[src/mipsPkg.sv]
package mipsPkg;

    typedef logic [31:0] instrT;
    typedef logic [31:0] wordT;
    typedef logic [4:0]  regAddrT;
    typedef logic [1:0]  tStageT;
    typedef logic [3:0]  aluOpT;
    typedef logic [2:0]  mduOpT;
    typedef logic [1:0]  widthT;

    typedef enum logic [1:0] {
        IDLE,
        ISSUE,
        HAZARD,
        MDUWAIT
    } issueStateT;

    // Primary opcodes
    localparam logic [5:0] OP_RTYPE = 6'b000_000;
    localparam logic [5:0] OP_ADDI  = 6'b001_000;
    localparam logic [5:0] OP_ANDI  = 6'b001_100;
    localparam logic [5:0] OP_ORI   = 6'b001_101;
    localparam logic [5:0] OP_LUI   = 6'b001_111;
    localparam logic [5:0] OP_BEQ   = 6'b000_100;
    localparam logic [5:0] OP_BNE   = 6'b000_101;
    localparam logic [5:0] OP_LW    = 6'b100_011;
    localparam logic [5:0] OP_LH    = 6'b100_001;
    localparam logic [5:0] OP_LB    = 6'b100_000;
    localparam logic [5:0] OP_SW    = 6'b101_011;
    localparam logic [5:0] OP_SH    = 6'b101_001;
    localparam logic [5:0] OP_SB    = 6'b101_000;
    localparam logic [5:0] OP_LWER  = 6'b111_100;
    localparam logic [5:0] OP_J     = 6'b000_010;
    localparam logic [5:0] OP_JAL   = 6'b000_011;

    // Function codes of R-type
    localparam logic [5:0] FN_ADD   = 6'b100_000;
    localparam logic [5:0] FN_SUB   = 6'b100_010;
    localparam logic [5:0] FN_AND   = 6'b100_100;
    localparam logic [5:0] FN_OR    = 6'b100_101;
    localparam logic [5:0] FN_SLT   = 6'b101_010;
    localparam logic [5:0] FN_SLTU  = 6'b101_011;
    localparam logic [5:0] FN_MULT  = 6'b011_000;
    localparam logic [5:0] FN_MULTU = 6'b011_001;
    localparam logic [5:0] FN_DIV   = 6'b011_010;
    localparam logic [5:0] FN_DIVU  = 6'b011_011;
    localparam logic [5:0] FN_MFHI  = 6'b010_000;
    localparam logic [5:0] FN_MTHI  = 6'b010_001;
    localparam logic [5:0] FN_MFLO  = 6'b010_010;
    localparam logic [5:0] FN_MTLO  = 6'b010_011;
    localparam logic [5:0] FN_JR    = 6'b001_000;
    localparam logic [5:0] FN_JALR  = 6'b001_001;

    localparam mduOpT MDU_MULT  = 3'd0;
    localparam mduOpT MDU_MULTU = 3'd1;
    localparam mduOpT MDU_DIV   = 3'd2;
    localparam mduOpT MDU_DIVU  = 3'd3;

    localparam int QUEUE_DEPTH = 4;
    localparam int QPTR_W      = $clog2(QUEUE_DEPTH);
    localparam int MULT_CYCLES = 5;
    localparam int DIV_CYCLES  = 10;
    localparam int MDU_CNT_W   = $clog2(DIV_CYCLES + 1);

endpackage
[src/HazardUnit.sv]
`timescale 1ns/100ps

module HazardUnit (
    input  logic             clk,
    input  logic             rstN,
    input  logic             issueFire,
    input  mipsPkg::regAddrT a3,
    input  mipsPkg::tStageT  tnew,
    input  mipsPkg::regAddrT rs,
    input  mipsPkg::regAddrT rt,
    input  mipsPkg::tStageT  tuseRs,
    input  mipsPkg::tStageT  tuseRt,
    input  logic             isReadRs,
    input  logic             isReadRt,
    output logic             regStall
);
    import mipsPkg::*;

    regAddrT exeA3;
    regAddrT memA3;
    tStageT  exeTnew;
    tStageT  memTnew;
    tStageT  exeLeft;
    tStageT  memLeft;

    function automatic logic conflict(regAddrT src, logic isRead, tStageT tuse,
                                      regAddrT dst, tStageT left);
        // Value still short when the consumer reaches its use stage
        return isRead && (src != '0) && (src == dst) && (left != '0) && (tuse <= left);
    endfunction

    // Stages left before the producer's result exists
    assign exeLeft = (exeTnew > 2'd1) ? exeTnew - 2'd1 : 2'd0;
    assign memLeft = (memTnew > 2'd2) ? memTnew - 2'd2 : 2'd0;

    always_ff @(posedge clk) begin
        if (!rstN) begin
            exeA3   <= '0;
            exeTnew <= '0;
            memA3   <= '0;
            memTnew <= '0;
        end else begin
            memA3   <= exeA3;
            memTnew <= exeTnew;
            // Bubble enters the execute slot when nothing issues
            exeA3   <= issueFire ? a3 : '0;
            exeTnew <= issueFire ? tnew : '0;
        end
    end

    assign regStall = conflict(rs, isReadRs, tuseRs, exeA3, exeLeft)
                   || conflict(rs, isReadRs, tuseRs, memA3, memLeft)
                   || conflict(rt, isReadRt, tuseRt, exeA3, exeLeft)
                   || conflict(rt, isReadRt, tuseRt, memA3, memLeft);

endmodule

[config.mk]
export PLATFORM = sky130hd
export DESIGN_NAME = HazardUnit
export DESIGN_NICKNAME = d
export VERILOG_FILES = /design/src/mipsPkg.sv /design/src/HazardUnit.sv
export SDC_FILE = /design/constraint.sdc
export NUM_CORES = 1
export LEC_CHECK = 0
export BUFFER_PORTS_ARGS = -buffer_cell sky130_fd_sc_hd__buf_2
export CAP_MARGIN = 20
export CORE_MARGIN = 4
export CORE_UTILIZATION = 44
export CTS_CLUSTER_DIAMETER = 50
export DETAILED_ROUTE_END_ITERATION = 8
export GPL_ROUTABILITY_DRIVEN = 0
export PLACE_DENSITY = 0.86
export SETUP_SLACK_MARGIN = 0.2
export SLEW_MARGIN = 20
export SYNTH_ARGS = -nofsm -noshare
export SYNTH_HDL_FRONTEND = slang
export SYNTH_SLANG_ARGS = --single-unit
[constraint.sdc]
create_clock -name clk -period 1.2 [get_ports clk]
set_input_delay 0.06 -clock clk [delete_from_list [all_inputs] [get_ports clk]]
set_output_delay 0.06 -clock clk [all_outputs]
set_load 0.005 [all_outputs]
==> impl_metrics.env <==
export IMPL_cts_buffers=3
export IMPL_grt_use_total_pct=14.45
export IMPL_synth_fa_ha_area_share_pct=12.07
export IMPL_drc=0
export IMPL_yosys_warnings=0
export IMPL_finalSetupViolations=1
export IMPL_clk_insertion_delay_late_ns=0.26
export IMPL_initial_core_util_pct=47.02
export IMPL_critPathKind="register to primary output"
export IMPL_clkSinkCount=14
export IMPL_setup_slack_ns=-0.4894
export IMPL_cts_max_level=1
export IMPL_io_pins=27
export IMPL_fin_crit_sh_pct=140.8
export IMPL_yosysSeqAreaShare_pct=33.79
export IMPL_violations="negative setup slack"
export IMPL_synthToLayoutAreaGrowth_pct=39.37
export IMPL_endpoint_kind="primary output"
export IMPL_nets=156
export IMPL_synth_compound_area_share_pct=7.391
export IMPL_syn_area_um2=829.5
export IMPL_dr_pass1_iters=2
export IMPL_hold_buffers=0
export IMPL_cp_buffers_inverters=1
export IMPL_place_hpwl_um=1519
export IMPL_grt_overflow=0
export IMPL_clock_root_buffer="clkbuf_4"
export IMPL_drv_slew=0
export IMPL_wirelength_um=1771
export IMPL_syn_area_per_cell_um2=9.535
export IMPL_die_w_um=51.42
export IMPL_max_freq_mhz=591.9
export IMPL_cts_clk_slew_worst_paths_ns=0.07
export IMPL_die_area_um2=2644
export IMPL_finalHoldViolations=0
export IMPL_final_common_cell="buf_2"
export IMPL_critPathMaxStageDelay_ns=0.38
export IMPL_syn_instance_count=87
export IMPL_rrSetupSlack_ns=0.58
export IMPL_cp_start_kind="register"
export IMPL_die_h_um=51.42
export IMPL_grt_max_degree=15
export IMPL_cap_violations=0
export IMPL_leakage_nw=0.5497
export IMPL_worstPathArrival_ns=1.63
export IMPL_antenna_found_initial=0
export IMPL_cts_tree="built"
export IMPL_synth_simple_area_share_pct=23.38
export IMPL_core_um2=1764
export IMPL_wire_per_inst_um=12.13
export IMPL_slowest_stage="dfxtp_4"
export IMPL_power_density_nw_per_um2=880.0
export IMPL_grt_pass1_wl_um=2856
export IMPL_fin_area_um2=1156
export IMPL_drt_iter0_markers=2
export IMPL_avgViaCountPerCell=4.966
export IMPL_fin_total_pwr_mw=1.017
export IMPL_grt_pass1_vias=711
export IMPL_num_antenna_cells=0
export IMPL_worstSetupStartpoint="exeTnew[1]"
export IMPL_status="finished with violations"
export IMPL_peakVddDrop_uv=701.7
export IMPL_grt_setup_unrepaired="yes"
export IMPL_skew_ns=0.0002965
export IMPL_synth_cell_types=21
export IMPL_via_count=725
export IMPL_required_ns=1.14
export IMPL_worst_r2r_startpoint="exeA3[4]"
export IMPL_layout_common_cells="buf_2, xor2_1, xnor2_1"
export IMPL_muxShareOfSynthArea_pct=0
export IMPL_synth_top_family_by_area="simple AND/OR/NAND/NOR gates"
export IMPL_hp_start="a3[3]"
export IMPL_synthXorXnorAreaFrac_pct=21.12
export IMPL_drive_above_1_share_pct=46.28
export IMPL_clockBufferDepth=2
export IMPL_crit_family="compound AO/OA/AOI/OAI gates"
export IMPL_dpl_cell_area_um2=1056
export IMPL_port_buffers=26
export IMPL_detail_route_antenna_nets=0
export IMPL_final_core_util_pct=65.53
export IMPL_hold_class="input pin to register"
export IMPL_crit_chain="nand2_4, ha_4, nor2b_4, o21ai_2, a41oi_2, o22ai_1, buf_2"
export IMPL_fin_crit_ns=1.689
export IMPL_path_max_fanout=4
export IMPL_postSynthRegisterBits=14
export IMPL_rows=15
==> flip-flops by register name (all words and copies together) (netlist names) <==
name,cells
exeA3,5
memA3,5
exeTnew,2
memTnew,2
==> layer usage <==
metal  share of wire, %  wire length (um)  track usage, %  vias up
li1                   -                 -               -      371
met2                 53               943           27.12       15
met3                4.0                70           1.749        2
met5                  0                 0               0        -
met4               0.68                12           5.240        0
met1                 42               744           16.40      337
==> synthesized netlist by cell type (all sizes together) <==
| master | n | share of area, % |
|---|---|---|
| a41oi | 2 | 2.1 |
| clkbuf | 1 | 0.45 |
| nand2 | 4 | 1.8 |
| dfxtp | 14 | 34 |
| inv | 3 | 1.4 |
| or4 | 2 | 1.8 |
| xnor2 | 10 | 11 |
| a2bb2oi | 2 | 2.1 |
| nor4 | 4 | 3.8 |
| ha | 8 | 12 |
| nand4 | 2 | 1.5 |
| o22ai | 1 | 0.75 |
| o21ai | 4 | 2.4 |
| and3 | 7 | 5.3 |
| and2 | 7 | 5.4 |
| xor2 | 10 | 11 |
| nor2b | 5 | 3.8 |
| conb | 1 | 0.45 |
==> timing repair <==
action,4_1_cts,5_1_grt
resized for setup,18,1
pin swaps,11,1
endpoints found under the setup margin,1,1
setup buffers,0,0
==> where the power goes <==
part / switching, mW / internal (mW) / total [mW]
clock network: 0.128 / 0.184 / 0.312
registers: 0.0174 / 0.478 / 0.496
logic: 0.0937 / 0.116 / 0.210
total: 0.239 / 0.779 / 1.02
==> cell families (layout without fill, tap and decap cells) <==
family,after synthesis,in the layout
AOI/OAI and AO/OA,9,9
xor gates and xnor gates,20,20
adders and majority gates,8,8
buffers and inverters,4,37
DFF,14,14
other,1,2
and+or+nand+nor,31,31
==> stage by stage <==
step | setup WS, ns | TNS [ns] | hold slack (ns) | std cells
2_1_floorplan | -0.01196 | -0.01196 | 0.2058 | 88
3_3_place_gp | -0.1937 | -0.1937 | 0.2986 | 142
3_5_place_dp | -0.2693 | -0.2693 | 0.3071 | 142
4_1_cts | -0.4895 | -0.4895 | 0.02413 | 146
5_1_grt | -0.5768 | -0.5768 | 0.01779 | 146
6_report | -0.4894 | -0.4894 | 0.03299 | 146
==> worst paths after layout <==
kind	to	depth (start not counted)
setup / recovery	regStall	7
hold / removal	exeA3[3]	2
setup reg to reg	memA3[4]	1
hold reg to reg	memTnew[0]	1
==> final cells by class <==
| class | instances | area (um2) |
|---|---|---|
| fillers | 154 | 608.1 |
| multi-input cells | 70 | 624.3 |
| well taps | 25 | 31.28 |
| flip-flops and latches | 14 | 292.8 |
| repair buffers | 30 | 160.2 |
| inverters | 3 | 11.26 |
| clock buffers | 4 | 36.28 |
No activity file was read; power rests on OpenSTA's default activity.
