===== src/mipsPkg.sv =====
package mipsPkg;

    typedef logic [31:0] instrT;
    typedef logic [31:0] wordT;
    typedef logic [4:0]  regAddrT;
    typedef logic [1:0]  tStageT;
    typedef logic [3:0]  aluOpT;
    typedef logic [2:0]  mduOpT;
    typedef logic [1:0]  widthT;

    typedef enum logic [1:0] {
        IDLE,
        ISSUE,
        HAZARD,
        MDUWAIT
    } issueStateT;

    // Primary opcodes
    localparam logic [5:0] OP_RTYPE = 6'b000_000;
    localparam logic [5:0] OP_ADDI  = 6'b001_000;
    localparam logic [5:0] OP_ANDI  = 6'b001_100;
    localparam logic [5:0] OP_ORI   = 6'b001_101;
    localparam logic [5:0] OP_LUI   = 6'b001_111;
    localparam logic [5:0] OP_BEQ   = 6'b000_100;
    localparam logic [5:0] OP_BNE   = 6'b000_101;
    localparam logic [5:0] OP_LW    = 6'b100_011;
    localparam logic [5:0] OP_LH    = 6'b100_001;
    localparam logic [5:0] OP_LB    = 6'b100_000;
    localparam logic [5:0] OP_SW    = 6'b101_011;
    localparam logic [5:0] OP_SH    = 6'b101_001;
    localparam logic [5:0] OP_SB    = 6'b101_000;
    localparam logic [5:0] OP_LWER  = 6'b111_100;
    localparam logic [5:0] OP_J     = 6'b000_010;
    localparam logic [5:0] OP_JAL   = 6'b000_011;

    // Function codes of R-type
    localparam logic [5:0] FN_ADD   = 6'b100_000;
    localparam logic [5:0] FN_SUB   = 6'b100_010;
    localparam logic [5:0] FN_AND   = 6'b100_100;
    localparam logic [5:0] FN_OR    = 6'b100_101;
    localparam logic [5:0] FN_SLT   = 6'b101_010;
    localparam logic [5:0] FN_SLTU  = 6'b101_011;
    localparam logic [5:0] FN_MULT  = 6'b011_000;
    localparam logic [5:0] FN_MULTU = 6'b011_001;
    localparam logic [5:0] FN_DIV   = 6'b011_010;
    localparam logic [5:0] FN_DIVU  = 6'b011_011;
    localparam logic [5:0] FN_MFHI  = 6'b010_000;
    localparam logic [5:0] FN_MTHI  = 6'b010_001;
    localparam logic [5:0] FN_MFLO  = 6'b010_010;
    localparam logic [5:0] FN_MTLO  = 6'b010_011;
    localparam logic [5:0] FN_JR    = 6'b001_000;
    localparam logic [5:0] FN_JALR  = 6'b001_001;

    localparam mduOpT MDU_MULT  = 3'd0;
    localparam mduOpT MDU_MULTU = 3'd1;
    localparam mduOpT MDU_DIV   = 3'd2;
    localparam mduOpT MDU_DIVU  = 3'd3;

    localparam int QUEUE_DEPTH = 4;
    localparam int QPTR_W      = $clog2(QUEUE_DEPTH);
    localparam int MULT_CYCLES = 5;
    localparam int DIV_CYCLES  = 10;
    localparam int MDU_CNT_W   = $clog2(DIV_CYCLES + 1);

endpackage

===== src/InstrQueue.sv =====
`timescale 1ns/100ps

module InstrQueue (
    input  logic           clk,
    input  logic           rstN,
    input  logic           push,
    input  mipsPkg::instrT pushIns,
    input  mipsPkg::wordT  pushRs,
    input  mipsPkg::wordT  pushRt,
    input  logic           pop,
    output mipsPkg::instrT headIns,
    output mipsPkg::wordT  headRs,
    output mipsPkg::wordT  headRt,
    output logic           notEmpty
);
    import mipsPkg::*;

    instrT             insMem [QUEUE_DEPTH];
    wordT              rsMem  [QUEUE_DEPTH];
    wordT              rtMem  [QUEUE_DEPTH];
    logic [QPTR_W-1:0] wrPtr;
    logic [QPTR_W-1:0] rdPtr;
    logic [QPTR_W:0]   count;
    logic              doPop;

    // Credits keep the sender from pushing into a full queue
    assign doPop    = pop && notEmpty;
    assign notEmpty = (count != '0);

    assign headIns = insMem[rdPtr];
    assign headRs  = rsMem[rdPtr];
    assign headRt  = rtMem[rdPtr];

    always_ff @(posedge clk) begin
        if (push) begin
            insMem[wrPtr] <= pushIns;
            rsMem[wrPtr]  <= pushRs;
            rtMem[wrPtr]  <= pushRt;
        end
    end

    always_ff @(posedge clk) begin
        if (!rstN) begin
            wrPtr <= '0;
            rdPtr <= '0;
            count <= '0;
        end else begin
            if (push) begin
                wrPtr <= wrPtr + 1'b1;
            end
            if (doPop) begin
                rdPtr <= rdPtr + 1'b1;
            end
            // Simultaneous push and pop leaves the count alone
            if (push && !doPop) begin
                count <= count + 1'b1;
            end else if (doPop && !push) begin
                count <= count - 1'b1;
            end
        end
    end

endmodule


===== config.mk =====
export PLATFORM = sky130hd
export DESIGN_NAME = InstrQueue
export DESIGN_NICKNAME = d
export VERILOG_FILES = /design/src/mipsPkg.sv /design/src/InstrQueue.sv
export SDC_FILE = /design/constraint.sdc
export NUM_CORES = 1
export LEC_CHECK = 0
export ABC_AREA = 1
export BUFFER_PORTS_ARGS = -buffer_cell sky130_fd_sc_hd__buf_2
export CORE_MARGIN = 8
export CORE_UTILIZATION = 61
export CTS_CLUSTER_SIZE = 20
export DETAILED_ROUTE_END_ITERATION = 10
export GPL_TIMING_DRIVEN = 0
export HOLD_SLACK_MARGIN = 0.02
export PLACE_DENSITY_LB_ADDON = 0.08
export SETUP_SLACK_MARGIN = 0.1
export SYNTH_ARGS = -nofsm -noshare
export SYNTH_HDL_FRONTEND = slang
export SYNTH_SLANG_ARGS = --single-unit
export TNS_END_PERCENT = 1

===== constraint.sdc =====
create_clock -name clk -period 6.7 [get_ports clk]
set_clock_uncertainty 0.05 [all_clocks]
set_input_delay 0.67 -clock clk [delete_from_list [all_inputs] [get_ports clk]]
set_output_delay 0.67 -clock clk [all_outputs]
set_load 0.005 [all_outputs]

==> flow_metrics.py <==
metrics = {
    "run_status": {
        "status": "finished, final reports clean",
    },
    "pwr": {
        "leakagePower_uw": 0.00622,
        "power_density_nw_per_um2": 361,
        "ir_drop_mv": 0.251,
    },
    "grt": {
        "grt.overflow.total": 0,
        "grt_pass1_vias": 9063,
        "grt_pass1_wl_um": 48900,
        "grt_use_total_pct": 22.0,
        "grt_max_degree": 64,
        "antenna_found_initial": 7,
    },
    "critical_path": {
        "path_class": "flop to primary output",
        "max_stage_delay_ns": 0.45,
        "ff2ff_setup_slack_ns": 4.68,
        "crit_family": "buffers and inverters",
        "worstReg2RegEnd": "rtMem[0][1]",
        "ff2ff_path_depth": 5,
        "crit_buf_inv": 3,
        "worstPathCellList": "inv_2 -> clkbuf_1 -> o21ai_1 -> o22ai_1 -> buf_2",
        "crit_path_top_delay_cell": "clkbuf_1",
        "endpoint_kind": "primary output",
        "r2r-start": "wrPtr[0]",
        "worstPathMaxFanout": 10,
        "start_kind": "flop",
        "cp.arrival_ns": 2.14,
        "required_ns": 5.98,
    },
    "synthesis": {
        "synth_fa_ha_area_share_pct": 0.560,
        "synth_edf_count": 384,
        "ys_ff_latch": 393,
        "synth_commonest_cells": "384 x edfxtp_1, 198 x nor2_1, 104 x o21ai_0",
        "synth_top_area_share_pct": 78.3,
        "syn_avg_cell_area_um2": 14.9,
        "synth_nets": 1096,
        "yosysMostFrequentCell": "edfxtp_1",
        "synthFlopType": "edfxtp_1",
        "synth_compound_area_share_pct": 10.9,
        "ys_seq_area_share_pct": 79.5,
        "async_reset_ff_share_pct": 0,
        "synth_area_leaders": "edfxtp_1 78%, nor2_1 5.0%, o22ai_1 4.1%",
        "synthSimpleGateAreaFrac_pct": 5.53,
        "synth_mux_area_share_pct": 0,
        "synth_cell_types": 20,
        "synth_area_um2": 14700,
        "synth_top_family_by_area": "compound AO/OA/AOI/OAI gates",
        "synth_xor_area_share_pct": 0.0594,
        "yosys_warnings": 0,
        "syn_inst": 990,
        "yosysTopAreaCell": "edfxtp_1",
    },
    "floorplanning": {
        "core_um2": 24000,
        "die_y_um": 171,
        "rows": 57,
        "die-area_um2": 29400,
        "initial_core_util_pct": 61.3,
        "die-width_um": 171,
        "pin_count": 197,
    },
    "final_layout": {
        "layout-drive-gt1-share_pct": 24.5,
        "nFillCells": 1581,
        "seqCellArea_um2": 11700,
        "fin_util_pct": 72.7,
        "multi_input_area_um2": 2510,
        "final_nets": 1337,
        "syn2layout_area_growth_pct": 18.5,
    },
    "worst_hold_path": {
        "holdPathStages": 1,
        "hold_class": "primary input to flop",
        "hold_end": "insMem[3][1]",
        "hold_start": "pushIns[1]",
    },
    "timing": {
        "finalCritPeriodShare_pct": 42.7,
        "drv_slew": 0,
        "rsz0062_at_grt": "false",
        "fmax_ghz": 0.349,
        "worstMarginPinSlew_ns": 0.732,
        "finalHoldViolCount": 0,
        "slew_headroom_pct": 51.2,
        "fin_crit_ns": 2.86,
        "tns_ns": 0,
        "setup_viol_count_final": 0,
    },
    "place": {
        "detailed_place_hpwl_um": 19600,
        "port_buffers": 196,
        "routabilityCongestion": 0.725,
    },
    "clocking": {
        "cts_sinks": 393,
        "cts_max_level": 2,
        "cts.clk_slew.worst_paths_ns": 0.06,
        "cts_buffer_depth": 3,
        "cts_setup_buffers": 0,
        "cts.repair.resized": 0,
        "cts_tree": "done",
        "cts.hold.buffers_added": 0,
        "cts_buffers": 39,
        "cts-root-buf": "clkbuf_16",
        "clk-insertion-delay-late_ns": 0.52,
    },
    "drt": {
        "antenna_left": 0,
        "drtIter0Drc": 874,
        "routedWlPerCell_um": 20.5,
        "first_pass_iters": 5,
        "wl_um": 32500,
        "route.vias.total": 8976,
        "viasPerCell": 5.66,
        "drc": 0,
    },
    "flow_run": {
        "maxCapViolCount": 0,
    },
}
[cell usage in the layout, fill, tap and decap left out, types with 10 or more instances in the layout]
| cell | count |
|---|---|
| buf_2 | 207 |
| buf_6 | 22 |
| clkbuf_16 | 39 |
| o22ai_1 | 96 |
| o21ai_1 | 91 |
| edfxtp_1 | 384 |
| nor2_1 | 198 |
| inv_1 | 10 |
| o21ai_0 | 104 |
| nand2_1 | 15 |
| clkinv_1 | 10 |
| clkbuf_1 | 19 |
[flip-flops by register name (all words and copies together), names as in the netlist, named ones only]
register  flops
insMem      128
rsMem       128
rtMem       128
count         3
rdPtr         2
wrPtr         2
[cell families after synthesis]
family / count (synthesis)
DFF: 393
and+or+nand+nor: 216
xor gates and xnor gates: 1
buffers and inverters: 78
AOI/OAI and AO/OA: 296
adders and majority gates: 6
[final cells by class]
| class | count | area share [%] |
|---|---|---|
| inverter | 16 | 0.415 |
| tap | 324 | 2.32 |
| timing repair buffer | 200 | 6.25 |
| sequential | 393 | 67.0 |
| antenna | 4 | 0.0573 |
| buffer | 62 | 2.59 |
| multi-input combinational | 519 | 14.4 |
| clock inverter | 23 | 1.11 |
| clock buffer | 46 | 5.85 |
[report_power, final]
part / switching (uW) / internal (uW)
Combinational: 859 / 528
Clock: 862 / 1210
Sequential: 35.4 / 2820
Total: 1760 / 4550
[metal layers]
layer	global-route usage [%]	vias to the layer above	routed length [um]
met5	0	-	66
met4	6.99	10	731
met3	4.68	72	2660
met2	35.9	324	15800
met1	29.6	4342	13300
li1	-	4228	-
[metrics by stage]
step	area [um2]	cells	setup WS, ns	total power [uW]	hold WS (ns)
after global placement	16100	1510	2.02	4290	0.441
after global routing	17500	1585	3.67	6600	0.288
after floorplan	14700	990	3.64	3690	0.415
final	17500	1587	3.84	6310	0.306
after detailed placement	16200	1514	4.35	4310	0.454
after CTS	17500	1583	3.79	6360	0.286
[worst max path at each step]
stage | startpoint | end | slack (ns) | cells after the start
2_1_floorplan | push | insMem[0][0] | 3.64 | 2
3_3_place_gp | push | rsMem[3][23] | 2.02 | 3
3_5_place_dp | flop | headRt[27] | 4.35 | 6
4_1_cts | flop | headRt[27] | 3.79 | 6
5_1_grt | flop | headIns[19] | 3.67 | 5
6_report | flop | headIns[18] | 3.84 | 5
No activity file was read; power rests on OpenSTA's default activity.
