--- config.mk ---
export PLATFORM = sky130hd
export DESIGN_NAME = MduTimer
export DESIGN_NICKNAME = d
export VERILOG_FILES = /design/src/mipsPkg.sv /design/src/MduTimer.sv
export SDC_FILE = /design/constraint.sdc
export NUM_CORES = 1
export LEC_CHECK = 0
export BUFFER_PORTS_ARGS = -buffer_cell sky130_fd_sc_hd__clkbuf_2
export CORE_AREA = 2 2 39 41
export CTS_CLUSTER_SIZE = 30
export DETAILED_ROUTE_END_ITERATION = 16
export DIE_AREA = 0 0 41 43
export PLACE_DENSITY = 0.34
export SYNTH_ARGS = -nofsm -noshare
export SYNTH_HDL_FRONTEND = slang
export SYNTH_SLANG_ARGS = --single-unit
export TNS_END_PERCENT = 20
--- constraint.sdc ---
create_clock -name clk -period 1.7 [get_ports clk]
set_input_delay 0.425 -clock clk [delete_from_list [all_inputs] [get_ports clk]]
set_output_delay 0.425 -clock clk [all_outputs]
set_load 0.05 [all_outputs]
--- src/mipsPkg.sv ---
package mipsPkg;

    typedef logic [31:0] instrT;
    typedef logic [31:0] wordT;
    typedef logic [4:0]  regAddrT;
    typedef logic [1:0]  tStageT;
    typedef logic [3:0]  aluOpT;
    typedef logic [2:0]  mduOpT;
    typedef logic [1:0]  widthT;

    typedef enum logic [1:0] {
        IDLE,
        ISSUE,
        HAZARD,
        MDUWAIT
    } issueStateT;

    // Primary opcodes
    localparam logic [5:0] OP_RTYPE = 6'b000_000;
    localparam logic [5:0] OP_ADDI  = 6'b001_000;
    localparam logic [5:0] OP_ANDI  = 6'b001_100;
    localparam logic [5:0] OP_ORI   = 6'b001_101;
    localparam logic [5:0] OP_LUI   = 6'b001_111;
    localparam logic [5:0] OP_BEQ   = 6'b000_100;
    localparam logic [5:0] OP_BNE   = 6'b000_101;
    localparam logic [5:0] OP_LW    = 6'b100_011;
    localparam logic [5:0] OP_LH    = 6'b100_001;
    localparam logic [5:0] OP_LB    = 6'b100_000;
    localparam logic [5:0] OP_SW    = 6'b101_011;
    localparam logic [5:0] OP_SH    = 6'b101_001;
    localparam logic [5:0] OP_SB    = 6'b101_000;
    localparam logic [5:0] OP_LWER  = 6'b111_100;
    localparam logic [5:0] OP_J     = 6'b000_010;
    localparam logic [5:0] OP_JAL   = 6'b000_011;

    // Function codes of R-type
    localparam logic [5:0] FN_ADD   = 6'b100_000;
    localparam logic [5:0] FN_SUB   = 6'b100_010;
    localparam logic [5:0] FN_AND   = 6'b100_100;
    localparam logic [5:0] FN_OR    = 6'b100_101;
    localparam logic [5:0] FN_SLT   = 6'b101_010;
    localparam logic [5:0] FN_SLTU  = 6'b101_011;
    localparam logic [5:0] FN_MULT  = 6'b011_000;
    localparam logic [5:0] FN_MULTU = 6'b011_001;
    localparam logic [5:0] FN_DIV   = 6'b011_010;
    localparam logic [5:0] FN_DIVU  = 6'b011_011;
    localparam logic [5:0] FN_MFHI  = 6'b010_000;
    localparam logic [5:0] FN_MTHI  = 6'b010_001;
    localparam logic [5:0] FN_MFLO  = 6'b010_010;
    localparam logic [5:0] FN_MTLO  = 6'b010_011;
    localparam logic [5:0] FN_JR    = 6'b001_000;
    localparam logic [5:0] FN_JALR  = 6'b001_001;

    localparam mduOpT MDU_MULT  = 3'd0;
    localparam mduOpT MDU_MULTU = 3'd1;
    localparam mduOpT MDU_DIV   = 3'd2;
    localparam mduOpT MDU_DIVU  = 3'd3;

    localparam int QUEUE_DEPTH = 4;
    localparam int QPTR_W      = $clog2(QUEUE_DEPTH);
    localparam int MULT_CYCLES = 5;
    localparam int DIV_CYCLES  = 10;
    localparam int MDU_CNT_W   = $clog2(DIV_CYCLES + 1);

endpackage
--- src/MduTimer.sv ---
`timescale 1ns/100ps

module MduTimer (
    input  logic clk,
    input  logic rstN,
    input  logic start,
    input  logic isDiv,
    output logic mduBusy
);
    import mipsPkg::*;

    logic [MDU_CNT_W-1:0] count;

    always_ff @(posedge clk) begin
        if (!rstN) begin
            count <= '0;
        end else if (start) begin
            count <= isDiv ? MDU_CNT_W'(DIV_CYCLES) : MDU_CNT_W'(MULT_CYCLES);
        end else if (count != '0) begin
            count <= count - 1'b1;
        end
    end

    assign mduBusy = (count != '0);

endmodule

==> results.md, run 1 <==
* Die extent in x at 41 µm
* Tot GR Track Use at 8.94%
* PwrDens at 1140 mW/mm²
* Mapped Nets at 37
* Worst Hold End: count[1]$_SDFFE_PN0P_
* Mean Syn Cell Area at 8.07 µm²
* Worst setup margin at 0.0796 ns
* Multi-input logic area at 170 µm²
* Most frequent cell on the critical path: inv_2
* Ys Warns at 0
* Max-cap violations at 0
* Post-Syn Instances at 31
* DR DRC count at 0
* Hold path startpoint: isDiv
* R2R depth at 8
* CTS tree: done
* Worst-skew pair later-pin latency at 0.25 ns
* Root buffer cell: clkbuf_4
* Setup TNS at 0 ns
* CP max stage delay at 0.32 ns
* Core area at 0.00138 mm²
* Fraction of layout cells with a size suffix above 1 at 43.9%
* Post-route cell area at 369 µm²
* Sequential Area at 81.3 µm²
* Vias in the first global route at 254
* Unique masters post-synth at 14
* Post-synth top area cell: dfxtp_1
* Max_slew headroom at 80.3%
* Hold Violations, Final at 0
* Htree depth at 1
* IO buf count at 4
* Critical Path End Type: output pin
* Skew final at 0.00150 ns
* Post-synth design cell area at 250 µm²
* Lkg Pwr at 0.165 nW
* Crit path buffers/inverters at 3
* WL final at 583 µm
* Worst Hold Class: in -> reg
* Hpwl dp at 441 µm
* Top Family by Delay on Critical Path: flip-flops
* Routed Antenna Nets at 0
* Commonest non-fill, non-tap cells in the layout: nand3_1, nor2_1, buf_4
* # hold bufs at CTS at 0
* Antenna diodes at 0
* Die height at 43 µm
* Crit-path slowest cell: dfxtp_1
* Worst Tran Pin Value at 0.294 ns
* Status: finished, final reports clean
* RSZ-0062 raised after global routing: no
* Worst Path Arrival at 1.20 ns
* Fin crit share at 95.3%
* Fillers at 150
* Count of final max-slew check failures at 0
* Hold Path Cell Cnt at 3
* CTS buffer count at 3
* Crit path max fanout at 2
* Area Growth Syn to Fin at 47.5%
* CTS sink cnt at 4
* FF-to-FF Start: count[0]$_SDFFE_PN0P_
* RR Endpoint: count[2]$_SDFFE_PN0P_
* Final setup viols at 0
* Initial antenna violation count at 0
* Placement row count at 14
* DRT Pass-1 Iters at 2
* Ports at 5
* DIE AREA at 0.00176 mm²
* Top cells by area, synth: dfxtp_1, nand4b_1, ha_1, nand3_1, inv_1
* Detailed Route Iter0 Violations at 4
* Drt wl/cell at 10.2 µm
* Via density at 4.46
* Setup CP Type: reg -> out
* Startpoint Class: register
* Worst R2R Setup Slack at 0.39 ns
* Biggest regs: count (4)
* Post-DP Area at 302 µm²
* Min cycle time layout at 1.62 ns
* Starting Density at 18.1%
* First-pass GRT wire length at 986 µm
* Max Clock Freq at 617 MHz
* Placer Congestion at 0.792
* Routed vias at 254
* # nets final at 49
* Commonest non-fill, non-tap cell in the layout: nand3_1
* Pre-CTS setup slack at 0.155 ns
* Worst vdd ir at 0.329 mV
* Congestion Overflow GR at 0
* Maximum number of pins on one net before global-route repair at 10
* Reg with most FFs: count
* Crit path cell chain: inv_2 -> ha_4 -> nor3b_4 -> inv_2 -> buf_8
* Yosys reg bits at 4
* Synth top area share at 32.0%
* Post-synthesis sequential area ratio at 32.0%
* WP data required at 1.27 ns
* Largest buffer count on any clock path at 2
* Clock-pin slew on the worst setup and hold paths at 0.04 ns
* Max FFs per register at 4
-- worst max path at each step --
stage,endpoint,cells after the start,from
4_1_cts,mduBusy,5,count[1]$_SDFFE_PN0P_
3_3_place_gp,mduBusy,5,count[0]$_SDFFE_PN0P_
5_1_grt,mduBusy,5,count[1]$_SDFFE_PN0P_
6_report,mduBusy,5,count[0]$_SDFFE_PN0P_
3_5_place_dp,mduBusy,5,count[1]$_SDFFE_PN0P_
2_1_floorplan,mduBusy,4,count[0]$_SDFFE_PN0P_
-- final cells by class --
cell class,count,area share [%]
multi-input cells,22,46.1
flip-flops and latches,4,22.0
repair buffers,8,16.3
clock buffers,3,6.10
well taps,16,5.42
inverters,4,4.07
-- cell families (layout without fill, tap and decap cells) --
| family | Yosys count | in the layout | synth area share [%] |
|---|---|---|---|
| AO/OA/AOI/OAI | 1 | 1 | 4.00 |
| XOR/XNOR | 1 | 1 | 3.50 |
| adder cells (fa/ha/maj) | 2 | 2 | 10.0 |
| buffers and inverters | 5 | 15 | 7.50 |
| flip-flops | 4 | 4 | 32.0 |
| AND/OR/NAND/NOR | 18 | 18 | 43.0 |
-- through the flow --
| step | hold WS (ns) | power (mW) | util (%) | instances |
|---|---|---|---|---|
| 6_report | 0.436 | 0.422 | 26.7 | 57 |
| 4_1_cts | 0.441 | 0.399 | 25.1 | 56 |
| 5_1_grt | 0.448 | 0.449 | 26.7 | 57 |
| 3_3_place_gp | 0.527 | 0.245 | 21.8 | 52 |
| 3_5_place_dp | 0.541 | 0.245 | 21.8 | 52 |
| 2_1_floorplan | 0.509 | 0.205 | - | 31 |
-- routing by layer --
layer  global-route usage (%)  part of all wire (%)  up-vias
li1                         -                     -      128
met1                     8.71                    41      118
met2                     12.5                    48        6
met3                     5.24                   7.0        2
met4                     8.00                   3.8        0
met5                        0                     0        -
-- report_power, final --
group / leakage, nW / total, mW / internal, mW / switching [mW]
clock: 0.0138 / 0.128 / 0.0796 / 0.0484
combinational: 0.117 / 0.170 / 0.0865 / 0.0831
sequential: 0.0336 / 0.125 / 0.109 / 0.0158
total: 0.165 / 0.422 / 0.275 / 0.147
-- what timing repair did --
action,4_1_cts,5_1_grt
setup endpoints to repair,1,1
setup buffers,1,1
pin swaps,0,0
gates resized for setup,5,5
-- tightest hold or removal path: stages --
cell and delay [ns]:
clkbuf_2 0.09, nand3_1 0.06, nand3_1 0.08
-- synthesized netlist by cell type --
library cell / number
nand4b_1: 3
nand3_1: 5
ha_1: 2
nor3b_2: 1
xor2_1: 1
nor3_1: 1
nor3_2: 1
a2111oi_1: 1
dfxtp_1: 4
clkbuf_1: 1
nand2_1: 2
nor2b_1: 1
nor2_1: 4
inv_1: 4
(Power assumes the default switching activity.)
==> run 2, diff against run 1 <==
--- a/config.mk
+++ b/config.mk
@@ -11,5 +11,7 @@
 export DETAILED_ROUTE_END_ITERATION = 16
 export DIE_AREA = 0 0 41 43
+export HOLD_SLACK_MARGIN = 0.05
 export PLACE_DENSITY = 0.34
+export SLEW_MARGIN = 10
 export SYNTH_ARGS = -nofsm -noshare
 export SYNTH_HDL_FRONTEND = slang
==> constraint.sdc (replaced) <==
create_clock -name clk -period 1.7 [get_ports clk]
set_input_delay 0.425 -clock clk [delete_from_list [all_inputs] [get_ports clk]]
set_output_delay 0.425 -clock clk [all_outputs]
set_load 0.02 [all_outputs]
==> run 2 against run 1 <==
First-iteration DRC count grew to 3.3 times the previous value. Design area shrank 4.1%. Largest power group unchanged. Utilization shrank 1.1 points. Critical path type unchanged. Clock power shrank 5%. Worst setup slack lost 0.015 ns. Via count shrank 5.5%. Final cell count shrank 3.5%. Sequential cell count is the same.
==> results.md, run 2 (synthesis results as in run 1) <==
* IO buf count at 4 (unchanged)
* Fin crit share at 96.2% (+0.90 points)
* Count of final max-slew check failures at 0 (unchanged)
* Commonest non-fill, non-tap cells in the layout: nand3_1, nor2_1
* Routed vias at 240 (-5.5%)
* Top Family by Delay on Critical Path: flip-flops
* Placed Instances at 50 (-3.8%)
* First-pass GRT wire length at 1010 µm (+2.1%)
* Area Growth Syn to Fin at 41.5%
* Placer Congestion at 0.677 (-15%)
* Drt wl/cell at 11.5 µm (+13%)
* DRT Pass-1 Iters at 4 (+2)
* PwrDens at 1110 mW/mm² (-3.4%)
* Vias in the first global route at 242 (-4.7%)
* CTS sink cnt at 4 (unchanged)
* Crit path cell chain: inv_2 -> ha_4 -> nor3b_4 -> inv_2 -> clkbuf_8
* Starting Density at 18.1% (unchanged)
* Antenna diodes at 0 (unchanged)
* # nets final at 47 (-4.1%)
* Worst Path Arrival at 1.21 ns (about the same)
* WP data required at 1.27 ns (about the same)
* Critical Path End Type: output pin
* Worst Tran Pin Value at 0.282 ns (-0.0127 ns)
* CTS tree: done
* CP max stage delay at 0.33 ns (about the same)
* Power share of the clock group at 31.1% (+0.8 points)
* Fillers at 154 (+2.7%)
* Via density at 4.36 (-2.1%)
* RSZ-0062 raised after global routing: no
* DIE AREA at 0.00176 mm² (unchanged)
* Share of power burned in registers at 32.6% (+3.0 points)
* Biggest regs: count (4)
* Die extent in x at 41 µm (unchanged)
* Min cycle time layout at 1.64 ns (+0.0152 ns)
* Crit path max fanout at 3 (+1)
* Hold path startpoint: isDiv
* Critical Path Source: count[1]$_SDFFE_PN0P_
* Crit path buffers/inverters at 3 (unchanged)
* Worst Hold Class: in -> reg
* Net switching power at 0.128 mW (-13%)
* WL final at 633 µm (+8.6%)
* Fraction of layout cells with a size suffix above 1 at 43.6% (-0.31 points)
* Clock-pin slew on the worst setup and hold paths at 0.04 ns (about the same)
* Congestion Overflow GR at 0 (unchanged)
* Setup CP Type: reg -> out
* P_int at 0.263 mW (-4.3%)
* Worst R2R Setup Slack at 0.47 ns (+0.08 ns)
* Worst-skew pair later-pin latency at 0.24 ns (about the same)
* Initial antenna violation count at 0 (unchanged)
* Hpwl dp at 413 µm (-6.2%)
* Core area at 0.00138 mm² (unchanged)
* Finished Layout Cells at 55 (-3.5%)
* Routed Antenna Nets at 0 (unchanged)
* Setup TNS at 0 ns (unchanged)
* Tot GR Track Use at 9.23% (+0.28 points)
* DR DRC count at 0 (unchanged)
* Maximum number of pins on one net before global-route repair at 10 (unchanged)
* FF-to-FF Start: count[1]$_SDFFE_PN0P_
* Max FFs per register at 4 (unchanged)
* Root buffer cell: clkbuf_4
* Ports at 5 (unchanged)
* Hold Violations, Final at 0 (unchanged)
* CTS buffer count at 3 (unchanged)
* Largest buffer count on any clock path at 2 (unchanged)
* Sw frac at 32.8% (-2.1 points)
* Htree depth at 1 (unchanged)
* Lkg Pwr at 0.155 nW (-5.9%)
* Startpoint Class: register
* Combinational share of power at 36.3% (-3.8 points)
* Commonest non-fill, non-tap cell in the layout: nand3_1
* Detailed Route Iter0 Violations at 13 (+9)
* Die height at 43 µm (unchanged)
* Max-cap violations at 0 (unchanged)
* Placement row count at 14 (unchanged)
* Worst vdd ir at 0.348 mV (+5.7%)
* Max Clock Freq at 611 MHz (-0.93%)
* Reg with most FFs: count
* Skew final at 0.00277 ns (+0.00127 ns)
* Crit-path slowest cell: dfxtp_2
* Status: finished, final reports clean
* Max_slew headroom at 81.2% (+0.85 points)
* Most frequent cell on the critical path: inv_2
* Final setup viols at 0 (unchanged)
## run 2: cell count changes in the layout (fill, tap and decap cells not counted), sizes merged
cell    previous run  this run
buf                5         2
clkbuf             6         7
## run 2: final timing paths
kind / end / cells after the start
min reg2reg: count[1]$_SDFFE_PN0P_ / 2
max: mduBusy / 5
min: count[1]$_SDFFE_PN0P_ / 3
max reg2reg: count[2]$_SDFFE_PN0P_ / 7
## run 2: through the flow
stage / cell area, µm² / hold slack [ns] / util [%] / setup WS [ns] / power (mW)
floorplan: 250 / 0.509 / - / 0.315 / 0.192
global route: 354 / 0.474 / 25.6 / 0.0112 / 0.417
detailed placement: 287 / 0.538 / 20.7 / 0.121 / 0.218
CTS: 343 / 0.450 / 24.8 / 0.0172 / 0.386
finish: 354 / 0.450 / 25.6 / 0.0644 / 0.391
global placement: 287 / 0.538 / 20.7 / 0.179 / 0.219
## run 2: per-layer routing
| metal | share of wire [%] | global-route usage [%] |
|---|---|---|
| met3 | 3.6 | 4.71 |
| met2 | 45 | 10.9 |
| met1 | 50 | 10.6 |
| met4 | 1.7 | 10.0 |
| met5 | 0 | 0 |
## run 2: power groups by stage
| stage | sequential [mW] | clock (mW) | combinational [mW] |
|---|---|---|---|
| 2_1_floorplan | 0.121 | 0 | 0.0703 |
| 3_3_place_gp | 0.124 | 0 | 0.0956 |
| 3_5_place_dp | 0.124 | 0 | 0.0938 |
| 4_1_cts | 0.127 | 0.127 | 0.132 |
| 5_1_grt | 0.130 | 0.134 | 0.154 |
| 6_report | 0.128 | 0.122 | 0.142 |
## run 2: cell type report
| class | instances | area [µm²] | share of cell area, % |
|---|---|---|---|
| clock buffers | 3 | 22.5 | 6.36 |
| inverters | 4 | 15.0 | 4.24 |
| multi-input cells | 22 | 170 | 48.1 |
| flip-flops and latches | 4 | 82.6 | 23.3 |
| well taps | 16 | 20.0 | 5.65 |
| repair buffers | 6 | 43.8 | 12.4 |
## run 2: timing repair
item                                   in CTS  in global routing
gates resized for setup                     8                  2
pin swaps                                   1                  0
hold buffers                                0                  0
setup endpoints to repair                   1                  1
setup buffers                               2                  0
endpoints found under the hold margin       0                  0
cloned                                      0                  0
## run 2: worst register-to-register path, cell delays in order (launching register included)
cell      delay, ns
dfxtp_2        0.33
inv_2          0.08
ha_4           0.13
nor3b_4        0.22
inv_2          0.07
buf_4          0.15
nand4b_1       0.09
nand2_1        0.06
==> run 3, diff against run 2 <==
- CTS_CLUSTER_SIZE: 30 -> unset
- PLACE_DENSITY: 0.34 -> 0.37
==> run 3 against run 2 <==
Final cell count is 3.6% higher. Worst setup slack improved by 0.00063 ns. Die area is the same. Clock skew down 0.0023 ns. Highest routed layer unchanged.
==> results.md, run 3 (synthesis results as in run 1) <==
* Status: finished, final reports clean
* Hpwl dp at 397 µm (-4.0%)
* Skew final at 0.000468 ns (-0.00230 ns)
* Vias in the first global route at 252 (+4.1%)
* PwrDens at 1060 mW/mm² (-4.4%)
* Commonest non-fill, non-tap cell in the layout: nand3_1
* IO buf count at 4 (unchanged)
* Area Growth Syn to Fin at 50.0%
* Finished Layout Cells at 57 (+3.6%)
* Tot GR Track Use at 8.24% (-0.99 points)
* WP data required at 1.27 ns (about the same)
* Startpoint Class: register
* RSZ-0062 raised after global routing: no
* Antenna diodes at 0 (unchanged)
* Lkg Pwr at 0.165 nW (+6.6%)
* Crit-path slowest cell: dfxtp_4
* Final setup viols at 0 (unchanged)
* CTS sink cnt at 4 (unchanged)
* Worst Hold Class: in -> reg
* Biggest regs: count (4)
* Core area at 0.00138 mm² (unchanged)
* Placed Instances at 50 (unchanged)
* Root buffer cell: clkbuf_4
* Fillers at 153 (-0.65%)
* Max_slew headroom at 80.9% (-0.25 points)
* Htree depth at 1 (unchanged)
* Starting Density at 18.1% (unchanged)
* Die height at 43 µm (unchanged)
* Setup CP Type: reg -> out
* Drt wl/cell at 10.1 µm (-12%)
* Worst-skew pair later-pin latency at 0.23 ns (about the same)
* Max Clock Freq at 612 MHz (about the same)
* Routed Antenna Nets at 0 (unchanged)
* Crit path max fanout at 3 (unchanged)
* Detailed Route Iter0 Violations at 3 (-10)
* DRT Pass-1 Iters at 3 (-1)
* Min cycle time layout at 1.64 ns (-0.000625 ns)
* CTS tree: done
* Clock-pin slew on the worst setup and hold paths at 0.04 ns (about the same)
* CP max stage delay at 0.35 ns (+0.02 ns)
* Fin crit share at 96.2% (about the same)
* Reg with most FFs: count
* Hold Violations, Final at 0 (unchanged)
* Count of final max-slew check failures at 0 (unchanged)
* Congestion Overflow GR at 0 (unchanged)
* Initial antenna violation count at 0 (unchanged)
* Ports at 5 (unchanged)
* Crit path cell chain: inv_4 -> ha_4 -> nor3b_4 -> inv_2 -> buf_8
* First-pass GRT wire length at 931 µm (-7.5%)
* Setup TNS at 0 ns (unchanged)
* Min Hold Slack at 0.450 ns (-0.000554 ns)
* Worst vdd ir at 0.431 mV (+24%)
* WL final at 575 µm (-9.2%)
* Fraction of layout cells with a size suffix above 1 at 46.3% (+2.8 points)
* Die extent in x at 41 µm (unchanged)
* Via density at 4.40 (+0.91%)
* Routed vias at 251 (+4.6%)
* Largest buffer count on any clock path at 2 (unchanged)
* Max FFs per register at 4 (unchanged)
* Worst Path Arrival at 1.21 ns (about the same)
* Commonest non-fill, non-tap cells in the layout: nand3_1, nor2_1, buf_4
* CTS buffer count at 3 (unchanged)
* DIE AREA at 0.00176 mm² (unchanged)
* Placement row count at 14 (unchanged)
* Critical Path End Type: output pin
* DR DRC count at 0 (unchanged)
* # nets final at 49 (+4.3%)
* Max-cap violations at 0 (unchanged)
* Maximum number of pins on one net before global-route repair at 10 (unchanged)
* Placer Congestion at 0.765 (+13%)
* Worst Tran Pin Value at 0.285 ns (+0.00368 ns)
-- run 3: changes by cell type in the layout (fill, tap and decap cells not counted), sizes merged --
cell / before / now
buf: 2 / 5
clkbuf: 7 / 6
-- run 3: per-stage QoR --
| stage | area [µm²] | util [%] | total power [mW] | setup slack (ns) |
|---|---|---|---|---|
| floorplan | 250 | - | 0.192 | 0.315 |
| global route | 375 | 27.1 | 0.427 | 0.00301 |
| global placement | 287 | 20.7 | 0.216 | 0.152 |
| detailed placement | 287 | 20.7 | 0.216 | 0.139 |
| finish | 375 | 27.1 | 0.396 | 0.0650 |
| CTS | 335 | 24.2 | 0.371 | 0.0101 |
-- run 3: worst paths after layout --
path	start	end	slack (ns)	cells after the start
min	isDiv	count[1]$_SDFFE_PN0P_	0.45	3
max reg2reg	count[0]$_SDFFE_PN0P_	count[0]$_SDFFE_PN0P_	0.33	8
max	count[0]$_SDFFE_PN0P_	mduBusy	0.06	5
min reg2reg	count[1]$_SDFFE_PN0P_	count[1]$_SDFFE_PN0P_	0.53	2
-- run 3: routing by layer --
metal  GRT usage (%)  vias up  wire [µm]
met4            10.0        0         12
met2            11.6        3        312
met5               0        -          0
li1                -      127          -
met3            1.57        2          8
met1            8.71      119        242
-- run 3: timing repair --
action | in CTS | in global routing
setup endpoints to repair | 1 | 1
setup buffers | 1 | 3
hold endpoints to repair | 0 | 0
resized for setup | 8 | 5
hold buffers | 0 | 0
pin swaps | 0 | 0
-- run 3: report_power, final --
group / internal (mW) / leakage, nW / total [mW] / switching, mW
logic: 0.0837 / 0.117 / 0.153 / 0.0695
registers: 0.110 / 0.0341 / 0.127 / 0.0169
clock network: 0.0789 / 0.0138 / 0.116 / 0.0373
-- run 3: worst max-delay path, delay by kind of cell, from the launching register on --
kind                       cells  cell delay (ns)
DFF                            1             0.35
adders and majority gates      1             0.12
buffers and inverters          3             0.27
and+or+nand+nor                1             0.23
-- run 3: layout make-up --
class	count	area [µm²]	share of cell area (%)
Sequential cell	4	85.1	22.7
Inverter	4	17.5	4.67
Clock buffer	3	22.5	6.00
Timing Repair Buffer	8	60.1	16.0
Multi-Input combinational cell	22	170	45.3
Tap cell	16	20.0	5.33
